==> src/hdl/cpu_pkg.sv <==
`default_nettype none

package cpu_pkg;

  localparam int dbits      = 32;
  localparam int regno_bits = 4;

  localparam logic [dbits-1:0] start_pc  = 32'h0000_0100;
  localparam logic [dbits-1:0] addr_hex  = 32'hFFFF_F000;
  localparam logic [dbits-1:0] addr_ledr = 32'hFFFF_F020;
  localparam logic [dbits-1:0] addr_key  = 32'hFFFF_F080;

  // ----------------------------------------
  // primary opcodes, inst[31:26]
  // ----------------------------------------
  localparam logic [5:0] op1_alur = 6'b000000;
  localparam logic [5:0] op1_beq  = 6'b001000;
  localparam logic [5:0] op1_blt  = 6'b001001;
  localparam logic [5:0] op1_ble  = 6'b001010;
  localparam logic [5:0] op1_bne  = 6'b001011;
  localparam logic [5:0] op1_jal  = 6'b001100;
  localparam logic [5:0] op1_lw   = 6'b010010;
  localparam logic [5:0] op1_sw   = 6'b011010;
  localparam logic [5:0] op1_addi = 6'b100000;
  localparam logic [5:0] op1_andi = 6'b100100;
  localparam logic [5:0] op1_ori  = 6'b100101;
  localparam logic [5:0] op1_xori = 6'b100110;

  // ----------------------------------------
  // alur secondary opcodes, inst[25:18]
  // ----------------------------------------
  localparam logic [7:0] op2_eq   = 8'b00001000;
  localparam logic [7:0] op2_lt   = 8'b00001001;
  localparam logic [7:0] op2_le   = 8'b00001010;
  localparam logic [7:0] op2_ne   = 8'b00001011;
  localparam logic [7:0] op2_add  = 8'b00100000;
  localparam logic [7:0] op2_and  = 8'b00100100;
  localparam logic [7:0] op2_or   = 8'b00100101;
  localparam logic [7:0] op2_xor  = 8'b00100110;
  localparam logic [7:0] op2_sub  = 8'b00101000;
  localparam logic [7:0] op2_nand = 8'b00101100;
  localparam logic [7:0] op2_nor  = 8'b00101101;
  localparam logic [7:0] op2_nxor = 8'b00101110;
  localparam logic [7:0] op2_rshf = 8'b00110000;
  localparam logic [7:0] op2_lshf = 8'b00110001;

  // same 32-bit word, register form and immediate form
  typedef union packed {
    struct packed {
      logic [5:0]            op1;
      logic [7:0]            op2;
      logic [5:0]            unused;
      logic [regno_bits-1:0] rd;
      logic [regno_bits-1:0] rs;
      logic [regno_bits-1:0] rt;
    } alu_fmt;
    struct packed {
      logic [5:0]            op1;
      logic [1:0]            unused;
      logic [15:0]           imm;
      logic [regno_bits-1:0] rs;
      logic [regno_bits-1:0] rt;
    } imm_fmt;
  } inst_t;

endpackage

`default_nettype wire
==> src/hdl/execute_stage.sv <==
`timescale 1ns/1ps
`default_nettype none

module execute_stage import cpu_pkg::*; (
  input  logic                  clk,
  input  logic                  reset,
  input  logic [dbits-1:0]      dec_pc,
  input  inst_t                 dec_inst,
  input  logic [dbits-1:0]      dec_rs_val,
  input  logic [dbits-1:0]      dec_rt_val,
  input  logic [dbits-1:0]      dec_imm,
  input  logic [regno_bits-1:0] dec_wregno,
  input  logic                  dec_wr_reg,
  input  logic                  dec_valid,
  output logic                  redirect,
  output logic [dbits-1:0]      redirect_pc,
  output logic [dbits-1:0]      ex_result,
  output logic [regno_bits-1:0] ex_wregno,
  output logic                  ex_wr_reg,
  output logic                  ex_is_load,
  output logic [dbits-1:0]      ex_q_result,
  output logic [dbits-1:0]      ex_q_store_data,
  output logic [regno_bits-1:0] ex_q_wregno,
  output logic                  ex_q_wr_reg,
  output logic                  ex_q_rd_mem,
  output logic                  ex_q_wr_mem
);

  logic [5:0]              op1;
  logic [7:0]              op2;
  logic signed [dbits-1:0] a;
  logic signed [dbits-1:0] b;
  logic [dbits-1:0]        alur_val;
  logic                    br_cond;
  logic                    is_jal;
  logic                    taken;
  logic [dbits-1:0]        target;

  assign op1 = dec_inst.alu_fmt.op1;
  assign op2 = dec_inst.alu_fmt.op2;
  assign a   = dec_rs_val;
  assign b   = dec_rt_val;

  // ----------------------------------------
  // alu
  // ----------------------------------------
  always_comb begin
    case (op2)
      op2_eq:   alur_val = {{(dbits-1){1'b0}}, a == b};
      op2_lt:   alur_val = {{(dbits-1){1'b0}}, a < b};   // signed compares
      op2_le:   alur_val = {{(dbits-1){1'b0}}, a <= b};
      op2_ne:   alur_val = {{(dbits-1){1'b0}}, a != b};
      op2_add:  alur_val = a + b;
      op2_and:  alur_val = a & b;
      op2_or:   alur_val = a | b;
      op2_xor:  alur_val = a ^ b;
      op2_sub:  alur_val = a - b;
      op2_nand: alur_val = ~(a & b);
      op2_nor:  alur_val = ~(a | b);
      op2_nxor: alur_val = ~(a ^ b);
      op2_rshf: alur_val = a >>> b[4:0];                  // arithmetic
      op2_lshf: alur_val = a << b[4:0];
      default:  alur_val = '0;
    endcase
  end

  always_comb begin
    case (op1)
      op1_alur: ex_result = alur_val;
      op1_lw,
      op1_sw,
      op1_addi: ex_result = a + dec_imm;                  // also the mem address
      op1_andi: ex_result = a & dec_imm;
      op1_ori:  ex_result = a | dec_imm;
      op1_xori: ex_result = a ^ dec_imm;
      op1_jal:  ex_result = dec_pc + 32'd4;               // return address
      default:  ex_result = '0;
    endcase
  end

  // branch condition and target
  always_comb begin
    case (op1)
      op1_beq: br_cond = (a == b);
      op1_blt: br_cond = (a < b);
      op1_ble: br_cond = (a <= b);
      op1_bne: br_cond = (a != b);
      default: br_cond = 1'b0;
    endcase
  end

  assign is_jal = (op1 == op1_jal);
  assign taken  = dec_valid && (is_jal || br_cond);
  assign target = is_jal ? a + (dec_imm << 2) : dec_pc + 32'd4 + (dec_imm << 2);

  assign ex_wregno  = dec_wregno;
  assign ex_wr_reg  = dec_wr_reg;
  assign ex_is_load = dec_valid && !redirect && (op1 == op1_lw); // flushed load stalls nothing

  // ----------------------------------------
  // execute latch
  // ----------------------------------------
  always_ff @(posedge clk or posedge reset) begin
    if (reset) begin
      redirect    <= 1'b0;
      ex_q_wr_reg <= 1'b0;
      ex_q_rd_mem <= 1'b0;
      ex_q_wr_mem <= 1'b0;
    end else if (redirect) begin
      // slot right behind the taken branch is dropped here
      redirect    <= 1'b0;
      ex_q_wr_reg <= 1'b0;
      ex_q_rd_mem <= 1'b0;
      ex_q_wr_mem <= 1'b0;
    end else begin
      redirect    <= taken;
      ex_q_wr_reg <= dec_wr_reg;
      ex_q_rd_mem <= ex_is_load;
      ex_q_wr_mem <= dec_valid && (op1 == op1_sw);
    end
  end

  always_ff @(posedge clk) begin
    redirect_pc     <= target;
    ex_q_result     <= ex_result;
    ex_q_store_data <= dec_rt_val;
    ex_q_wregno     <= dec_wregno;
  end

endmodule

`default_nettype wire

==> config.mk <==
export PLATFORM = sky130hd
export DESIGN_NAME = execute_stage
export DESIGN_NICKNAME = d
export VERILOG_FILES = /design/src/hdl/cpu_pkg.sv /design/src/hdl/execute_stage.sv
export SDC_FILE = /design/constraint.sdc
export NUM_CORES = 1
export LEC_CHECK = 0
export BUFFER_PORTS_ARGS = -buffer_cell sky130_fd_sc_hd__buf_2
export CAP_MARGIN = 20
export CORE_AREA = 2 2 231 233
export CTS_CLUSTER_DIAMETER = 100
export CTS_CLUSTER_SIZE = 8
export DETAILED_ROUTE_END_ITERATION = 12
export DIE_AREA = 0 0 233 235
export PLACE_DENSITY = 0.62
export SLEW_MARGIN = 20
export SYNTH_ARGS = -nofsm -noshare
export SYNTH_HDL_FRONTEND = slang
export SYNTH_SLANG_ARGS = --single-unit
==> constraint.sdc <==
create_clock -name clk -period 6.1 [get_ports clk]
set_clock_uncertainty 0.1 [all_clocks]
set_input_delay 0.305 -clock clk [delete_from_list [all_inputs] [get_ports clk]]
set_output_delay 0.305 -clock clk [all_outputs]
set_load 0.05 [all_outputs]
==> results.py, run 1 <==
metrics = {
    "finish": {
        "fin_cells": 3185,
        "layout_commonest_cell": "buf_2",
        "drive_above_1_share": 0.1870,
        "area_growth_pct": 15.34,
        "n_antenna_cell": 0,
        "reg.largest.list": "ex_q_result: 32 flops, ex_q_store_data: 32 flops, redirect_pc: 32 flops",
        "final_nets": 2855,
        "design_area_sq_um": 19670,
        "final_util": 0.3765,
        "mostFrequentLayoutCells": "buf_2, nor2_1, a21oi_1",
    },
    "critical_path": {
        "endpoint_kind": "output port",
        "slowest_stage": "a2111oi_2",
        "r2r_slack_ns": 4.39,
        "required_ns": 5.69,
        "worst-path-max-fanout": 14,
        "reg2reg_from": "redirect",
        "cp-start-kind": "input port",
        "crit_arrival_ns": 4.53,
        "crit_chain": "buf_2, inv_1, ha_1, inv_2, o221ai_1, a2111oi_2, o21bai_1, a2111oi_2, o2111ai_1, a31o_1, xnor2_1, o221ai_1, buf_2",
        "crit_type": "in -> out",
        "cpLargestDelayFamily": "compound AO/OA/AOI/OAI gates",
        "crit_path_max_incr_delay_ns": 0.62,
        "crit_start": "dec_rt_val[4]",
        "crit_buf_inv": 4,
    },
    "run": {
        "maxCapViolations": 0,
    },
    "synth": {
        "synth-edff-count": 0,
        "ys_async_sr_fraction": 0.03846,
        "synth_top_cell_by_area": "ha_1",
        "yosysWarningCount": 0,
        "ys_types": 102,
        "synthTopCellsByArea": "ha_1, dfxtp_1, a21oi_1",
        "synth_nets": 2627,
        "seq_area_frac_synth": 0.1233,
        "syn_avg_cell_area_sq_um": 7.531,
        "netlist_area_sq_um": 17050,
        "yosysTopAreaCellShare": 0.1402,
        "synth-seq-cells": 104,
        "synth_flop_cell": "dfxtp_1",
        "netlist_instances": 2264,
    },
    "clock_network": {
        "clkSinkCount": 104,
        "clock_path_buffers": 2,
        "cts_tree": "built",
        "numCtsBuffers": 9,
        "cts_resized": 0,
        "htree_levels": 3,
        "clock_latency_ns": 0.41,
        "cts_root_buf": "clkbuf_16",
        "path_clk_slew_ns": 0.07,
    },
    "die": {
        "pin_count": 310,
        "die_x_microns": 233,
        "core_sq_um": 52240,
        "rows": 84,
        "start_util": 0.3264,
        "design.die.area_sq_um": 54760,
        "die_y_microns": 235,
    },
    "timing": {
        "hold_viol": 0,
        "maxSlewHeadroom": 0.2040,
        "setup_viol": 0,
        "fin_ws_ns": 1.161,
        "rsz0062_at_grt": "no",
        "fin_crit_sh": 0.8096,
        "finalCriticalPeriod_ns": 4.939,
        "fmax_mhz": 202.5,
        "worst_pin_slew_ns": 1.190,
        "slew_viol_final": 0,
        "fin_setup_tns_ns": 0,
    },
    "min_path": {
        "hp-start": "dec_pc[0]",
        "hold_class": "in -> reg",
    },
    "pwr": {
        "pwr_density_cell_nw_per_um2": 169.9,
        "p_leak_uw": 0.008854,
        "irDropWorstVdd_v": 0.0001785,
    },
    "placement": {
        "pre_cts_ws_ns": 1.230,
        "dp_cells": 3137,
        "gp_congestion": 1.015,
        "io_buffer_count": 291,
        "hpwlAfterDp_microns": 64220,
        "postPlaceCellArea_sq_um": 19050,
    },
    "outcome": {
        "status": "complete, no violations",
    },
    "routing": {
        "wl_met1_microns": 33320,
        "initialDrtViolationCount": 2745,
        "drt-total-wl_microns": 83010,
        "drc": 0,
        "viasPerCell": 6.162,
        "highest_layer": "met4",
        "detail_route.wl_per_cell_microns": 26.06,
        "dr_wl_met2_microns": 36250,
        "vias": 19630,
        "first_pass_iters": 7,
        "dr_wl_met3_microns": 8675,
        "ant_nets": 0,
    },
    "global_route": {
        "antenna_found_initial": 3,
        "grtUsageTotal": 0.2964,
        "grt_overflow_total": 0,
        "grt_max_degree": 76,
        "grt_pass1_wl_microns": 121500,
        "grt_pass1_vias": 18800,
    },
}
repair_timing:
action / CTS / global route
buffers inserted: 0 / 0
endpoints found under the hold margin: 35 / 0
endpoints found under the setup margin: 0 / 0
hold buffers: 32 / 0
through the flow:
stage	total power, uW	hold WS (ns)
detailed placement	2651	0.09249
global placement	2645	0.08290
CTS	3322	0.0003595
floorplan	2093	-0.02892
global route	3504	0.009872
finish	3341	0.02554
path summary, 6_finish.rpt:
check,endpoint,cells past startpoint
max,ex_result[26],13
min,redirect_pc[0],3
max reg2reg,redirect,5
min reg2reg,ex_q_wr_reg,1
max in group asynchronous,redirect,3
min in group asynchronous,ex_q_wr_mem,3
power by group:
group          total, uW  leakage [uW]  internal, uW  switching, uW
clock network        628      0.000147           290            338
registers            769      0.000887           751           17.7
logic               1940       0.00782           629           1320
cell usage after synthesis (11+ instances only):
library cell	instances
buf_1	18
a222oi_1	13
o221ai_1	22
buf_2	16
buf_4	14
a211oi_1	53
nand2b_1	13
ha_1	191
o21ai_0	127
mux2i_1	75
a21o_1	37
clkbuf_1	90
o22ai_1	46
nand3_1	46
nand2_1	159
nor2b_1	16
xor2_1	54
o21ai_1	27
nand4_1	14
or3_1	11
mux2_2	22
nor2_1	220
nor3_1	51
o21a_1	15
dfxtp_1	100
and3_1	12
mux4_2	45
o211ai_1	26
nor4_1	18
xnor2_1	112
o21bai_1	24
a21oi_1	203
a31oi_1	15
a221oi_1	17
inv_1	158
o31ai_1	14
per-layer routing:
layer / vias to the layer above / global-route usage
met3: 231 / 0.06505
met2: 1274 / 0.4560
met1: 9382 / 0.3852
met4: 0 / 0.1563
li1: 8738 / -
met5: - / 0
worst register-to-register path: cells and delay by family (launching register included):
kind / cells / cell delay, ns
flops: 1 / 0.42
compound gates: 3 / 0.53
simple gates: 2 / 0.55
area by class of cell:
class / count / area (sq um)
inverter: 165 / 619.3
tap: 688 / 860.8
multi-input combinational: 1846 / 13680
fill: 5473 / 32570
clock inverter: 7 / 73.82
sequential: 104 / 2102
clock buffer: 9 / 225.2
timing repair buffer: 366 / 2105
logic make-up (layout without fill, tap and decap cells):
kind of cell,Yosys count,in the layout,synth area share
adder cells (fa/ha/maj),195,195,0.1449
multiplexers,144,144,0.1193
flip-flops,104,104,0.1233
AND/OR/NAND/NOR,601,601,0.1615
buffers and inverters,314,547,0.07779
XOR/XNOR,166,166,0.08527
AO/OA/AOI/OAI,740,740,0.2880
(Power assumes the default switching activity.)
==> run 2: changes to the inputs <==
--- a/config.mk
+++ b/config.mk
@@ -5,14 +5,15 @@
 export SDC_FILE = /design/constraint.sdc
 export NUM_CORES = 1
 export LEC_CHECK = 0
+export ABC_AREA = 1
 export BUFFER_PORTS_ARGS = -buffer_cell sky130_fd_sc_hd__buf_2
 export CAP_MARGIN = 20
-export CORE_AREA = 2 2 231 233
+export CORE_AREA = 2 2 241 243
 export CTS_CLUSTER_DIAMETER = 100
 export CTS_CLUSTER_SIZE = 8
 export DETAILED_ROUTE_END_ITERATION = 12
-export DIE_AREA = 0 0 233 235
-export PLACE_DENSITY = 0.62
+export DIE_AREA = 0 0 243 245
+export PLACE_DENSITY = 0.63
 export SLEW_MARGIN = 20
 export SYNTH_ARGS = -nofsm -noshare
 export SYNTH_HDL_FRONTEND = slang
==> constraint.sdc (replaced) <==
create_clock -name clk -period 4 [get_ports clk]
set_clock_uncertainty 0.1 [all_clocks]
set_input_delay 0.2 -clock clk [delete_from_list [all_inputs] [get_ports clk]]
set_output_delay 0.2 -clock clk [all_outputs]
set_load 0.05 [all_outputs]
==> run 2 against run 1 <==
Critical path depth increased by 3. Utilization up 1.2 points. Synthesized area rose by 9.2%. Wire length is 19% higher. Largest cell class unchanged. First-iteration DRC count is 4.7% lower. Critical endpoint is now ex_result[14].
==> results.py, run 2 <==
metrics = {
    "outcome": {
        "status": "complete, no violations",
    },
    "run": {
        "maxCapViolations": 0,
    },
    "placement": {
        "pre_cts_ws_ns": 0.2223,
        "gp_congestion": 1.034,
        "hpwlAfterDp_microns": 81120,
        "io_buffer_count": 291,
        "postPlaceCellArea_sq_um": 21240,
    },
    "global_route": {
        "grt_pass1_wl_microns": 142400,
        "grt_max_degree": 70,
        "grtUsageTotal": 0.3194,
        "grt_pass1_vias": 23070,
        "grt_overflow_total": 0,
        "antenna_found_initial": 1,
    },
    "finish": {
        "design_area_sq_um": 22160,
        "reg.largest.list": "ex_q_result: 32 flops, ex_q_store_data: 32 flops, redirect_pc: 32 flops",
        "seq_area_sq_um": 2102,
        "final_nets": 4056,
        "drive_above_1_share": 0.1295,
        "mostFrequentLayoutCells": "nand2_1, nand3_1, inv_1",
        "multiInputGateArea_sq_um": 14380,
        "fillers": 6558,
        "area_growth_pct": 19.06,
        "layout_commonest_cell": "nand2_1",
    },
    "synth": {
        "ys_types": 54,
        "syn_avg_cell_area_sq_um": 5.510,
        "synth_most_common_cell": "nand2_1",
        "synth_flop_cell": "dfxtp_1",
        "synth_nets": 3741,
        "netlist_instances": 3378,
        "synth_top_cell_by_area": "nand2_1",
        "synthTopCellsByCount": "nand2_1, nand3_1, inv_1",
        "synth-seq-cells": 104,
        "yosysWarningCount": 0,
        "synth-edff-count": 0,
        "ys_async_sr_fraction": 0.03846,
        "synthTopCellsByArea": "nand2_1, ha_1, nand3_1",
        "netlist_area_sq_um": 18610,
        "yosysTopAreaCellShare": 0.1892,
        "seq_area_frac_synth": 0.1129,
    },
    "pwr": {
        "p_leak_uw": 0.01167,
        "p_clk_frac": 0.209,
        "finalPower_uw": 5164,
        "sequentialPowerShare": 0.228,
        "swShare": 0.5131,
        "switching_power_uw": 2649,
        "p_comb_frac": 0.563,
        "power.internal_uw": 2514,
        "pwr_density_cell_nw_per_um2": 233.0,
        "irDropWorstVdd_v": 0.0002519,
    },
    "die": {
        "pin_count": 310,
        "rows": 88,
        "core_sq_um": 57030,
        "start_util": 0.3264,
        "die_y_microns": 245,
        "design.die.area_sq_um": 59540,
        "die_x_microns": 243,
    },
    "timing": {
        "hold_viol": 0,
        "worst_pin_slew_ns": 0.9397,
        "maxSlewHeadroom": 0.3729,
        "fin_ws_ns": 0.06743,
        "holdWs_ns": 0.01995,
        "fmax_mhz": 254.3,
        "setup_viol": 0,
        "finalCriticalPeriod_ns": 3.933,
        "fin_setup_tns_ns": 0,
        "fin_crit_sh": 0.9831,
        "slew_viol_final": 0,
    },
    "critical_path": {
        "crit_type": "in -> out",
        "worst-path-max-fanout": 6,
        "cp-start-kind": "input port",
        "slowest_stage": "dlygate4sd3_1",
        "crit_chain": "dlygate4sd3_1, buf_2, fa_1, nor2_1, nand2_1, nand2_1, nand2_1, nand2_1, nand2_1, nand2_1, nand2_1, nand3_1, nand3_1, o21ai_0, nand3b_1, buf_2",
        "endpoint_kind": "output port",
        "cp_common_cell": "nand2_1",
        "required_ns": 3.70,
        "crit_path_max_incr_delay_ns": 0.53,
        "crit_arrival_ns": 3.63,
    },
    "routing": {
        "viasPerCell": 5.537,
        "first_pass_iters": 6,
        "drt-total-wl_microns": 98810,
        "ant_nets": 0,
        "vias": 24720,
        "drc": 0,
        "initialDrtViolationCount": 2616,
        "detail_route.wl_per_cell_microns": 22.13,
    },
    "clock_network": {
        "htree_levels": 3,
        "clkSinkCount": 104,
        "cts_root_buf": "clkbuf_16",
        "numCtsBuffers": 9,
        "clock_path_buffers": 2,
        "cts_tree": "built",
        "path_clk_slew_ns": 0.08,
        "clock_latency_ns": 0.41,
    },
    "min_path": {
        "hold_class": "in -> reg",
    },
}
-- run 2: final timing paths --
check                         startpoint             to  slack (ns)  cells after the start
max reg2reg                     redirect    ex_q_wr_mem        3.08                      3
min reg2reg                     redirect    ex_q_wr_reg        0.35                      1
max                        dec_rt_val[1]  ex_result[14]        0.07                     16
min in group asynchronous          reset    ex_q_rd_mem        0.11                      3
min                         dec_inst[31]    ex_q_wr_mem        0.02                      4
max in group asynchronous          reset    ex_q_wr_reg        3.53                      3
-- run 2: power groups by stage --
stage | logic [uW] | clock network [uW] | registers, uW
global placement | 2800 | 0 | 1200
global route | 3120 | 1140 | 1190
floorplan | 1460 | 0 | 1600
CTS | 2820 | 1110 | 1180
finish | 2910 | 1080 | 1180
detailed placement | 2780 | 0 | 1200
-- run 2: routing by layer --
metal  GRT usage  up-vias  part of all wire  wire, microns
met5           0        -                 0              0
met4      0.1803        0             0.063           6205
met3     0.05478      259             0.099           9753
met2      0.5183     1365              0.45          44160
met1      0.4002    11300              0.39          38680
li1            -    11790                 -              -
-- run 2: metrics by stage --
step / utilization / std cells
floorplan: - / 3378
global placement: 0.3725 / 4400
detailed placement: 0.3725 / 4400
CTS: 0.3851 / 4455
global route: 0.3886 / 4464
finish: 0.3886 / 4464
-- run 2: final cells by class --
class | count | share of cell area
diodes | 1 | 0.0001129
inverters | 432 | 0.07345
flip-flops and latches | 104 | 0.09485
repair buffers | 437 | 0.1245
well taps | 765 | 0.04319
multi-input cells | 2708 | 0.6486
repair inverters | 1 | 0.0003387
clock buffers | 10 | 0.01033
clock inverters | 6 | 0.004629
-- run 2: what timing repair did --
action | 4_1_cts | 5_1_grt
resized for setup | 0 | 40
hold buffers | 39 | 0
endpoints found under the hold margin | 42 | 0
setup buffers | 0 | 6
endpoints found under the setup margin | 0 | 30
-- run 2: logic make-up after synthesis --
logic type	count (synthesis)	synth area share
compound gates	599	0.1826
xor+xnor	42	0.01976
fa+ha+maj	195	0.1327
buf+inv	566	0.1203
flops	104	0.1129
mux	4	0.002151
simple gates	1868	0.4296
-- run 2: worst max-delay path: cells and delay by family --
kind / cells / cell delay, ns
compound gates: 1 / 0.36
fa+ha+maj: 1 / 0.44
buf+inv: 3 / 1.01
simple gates: 11 / 1.62
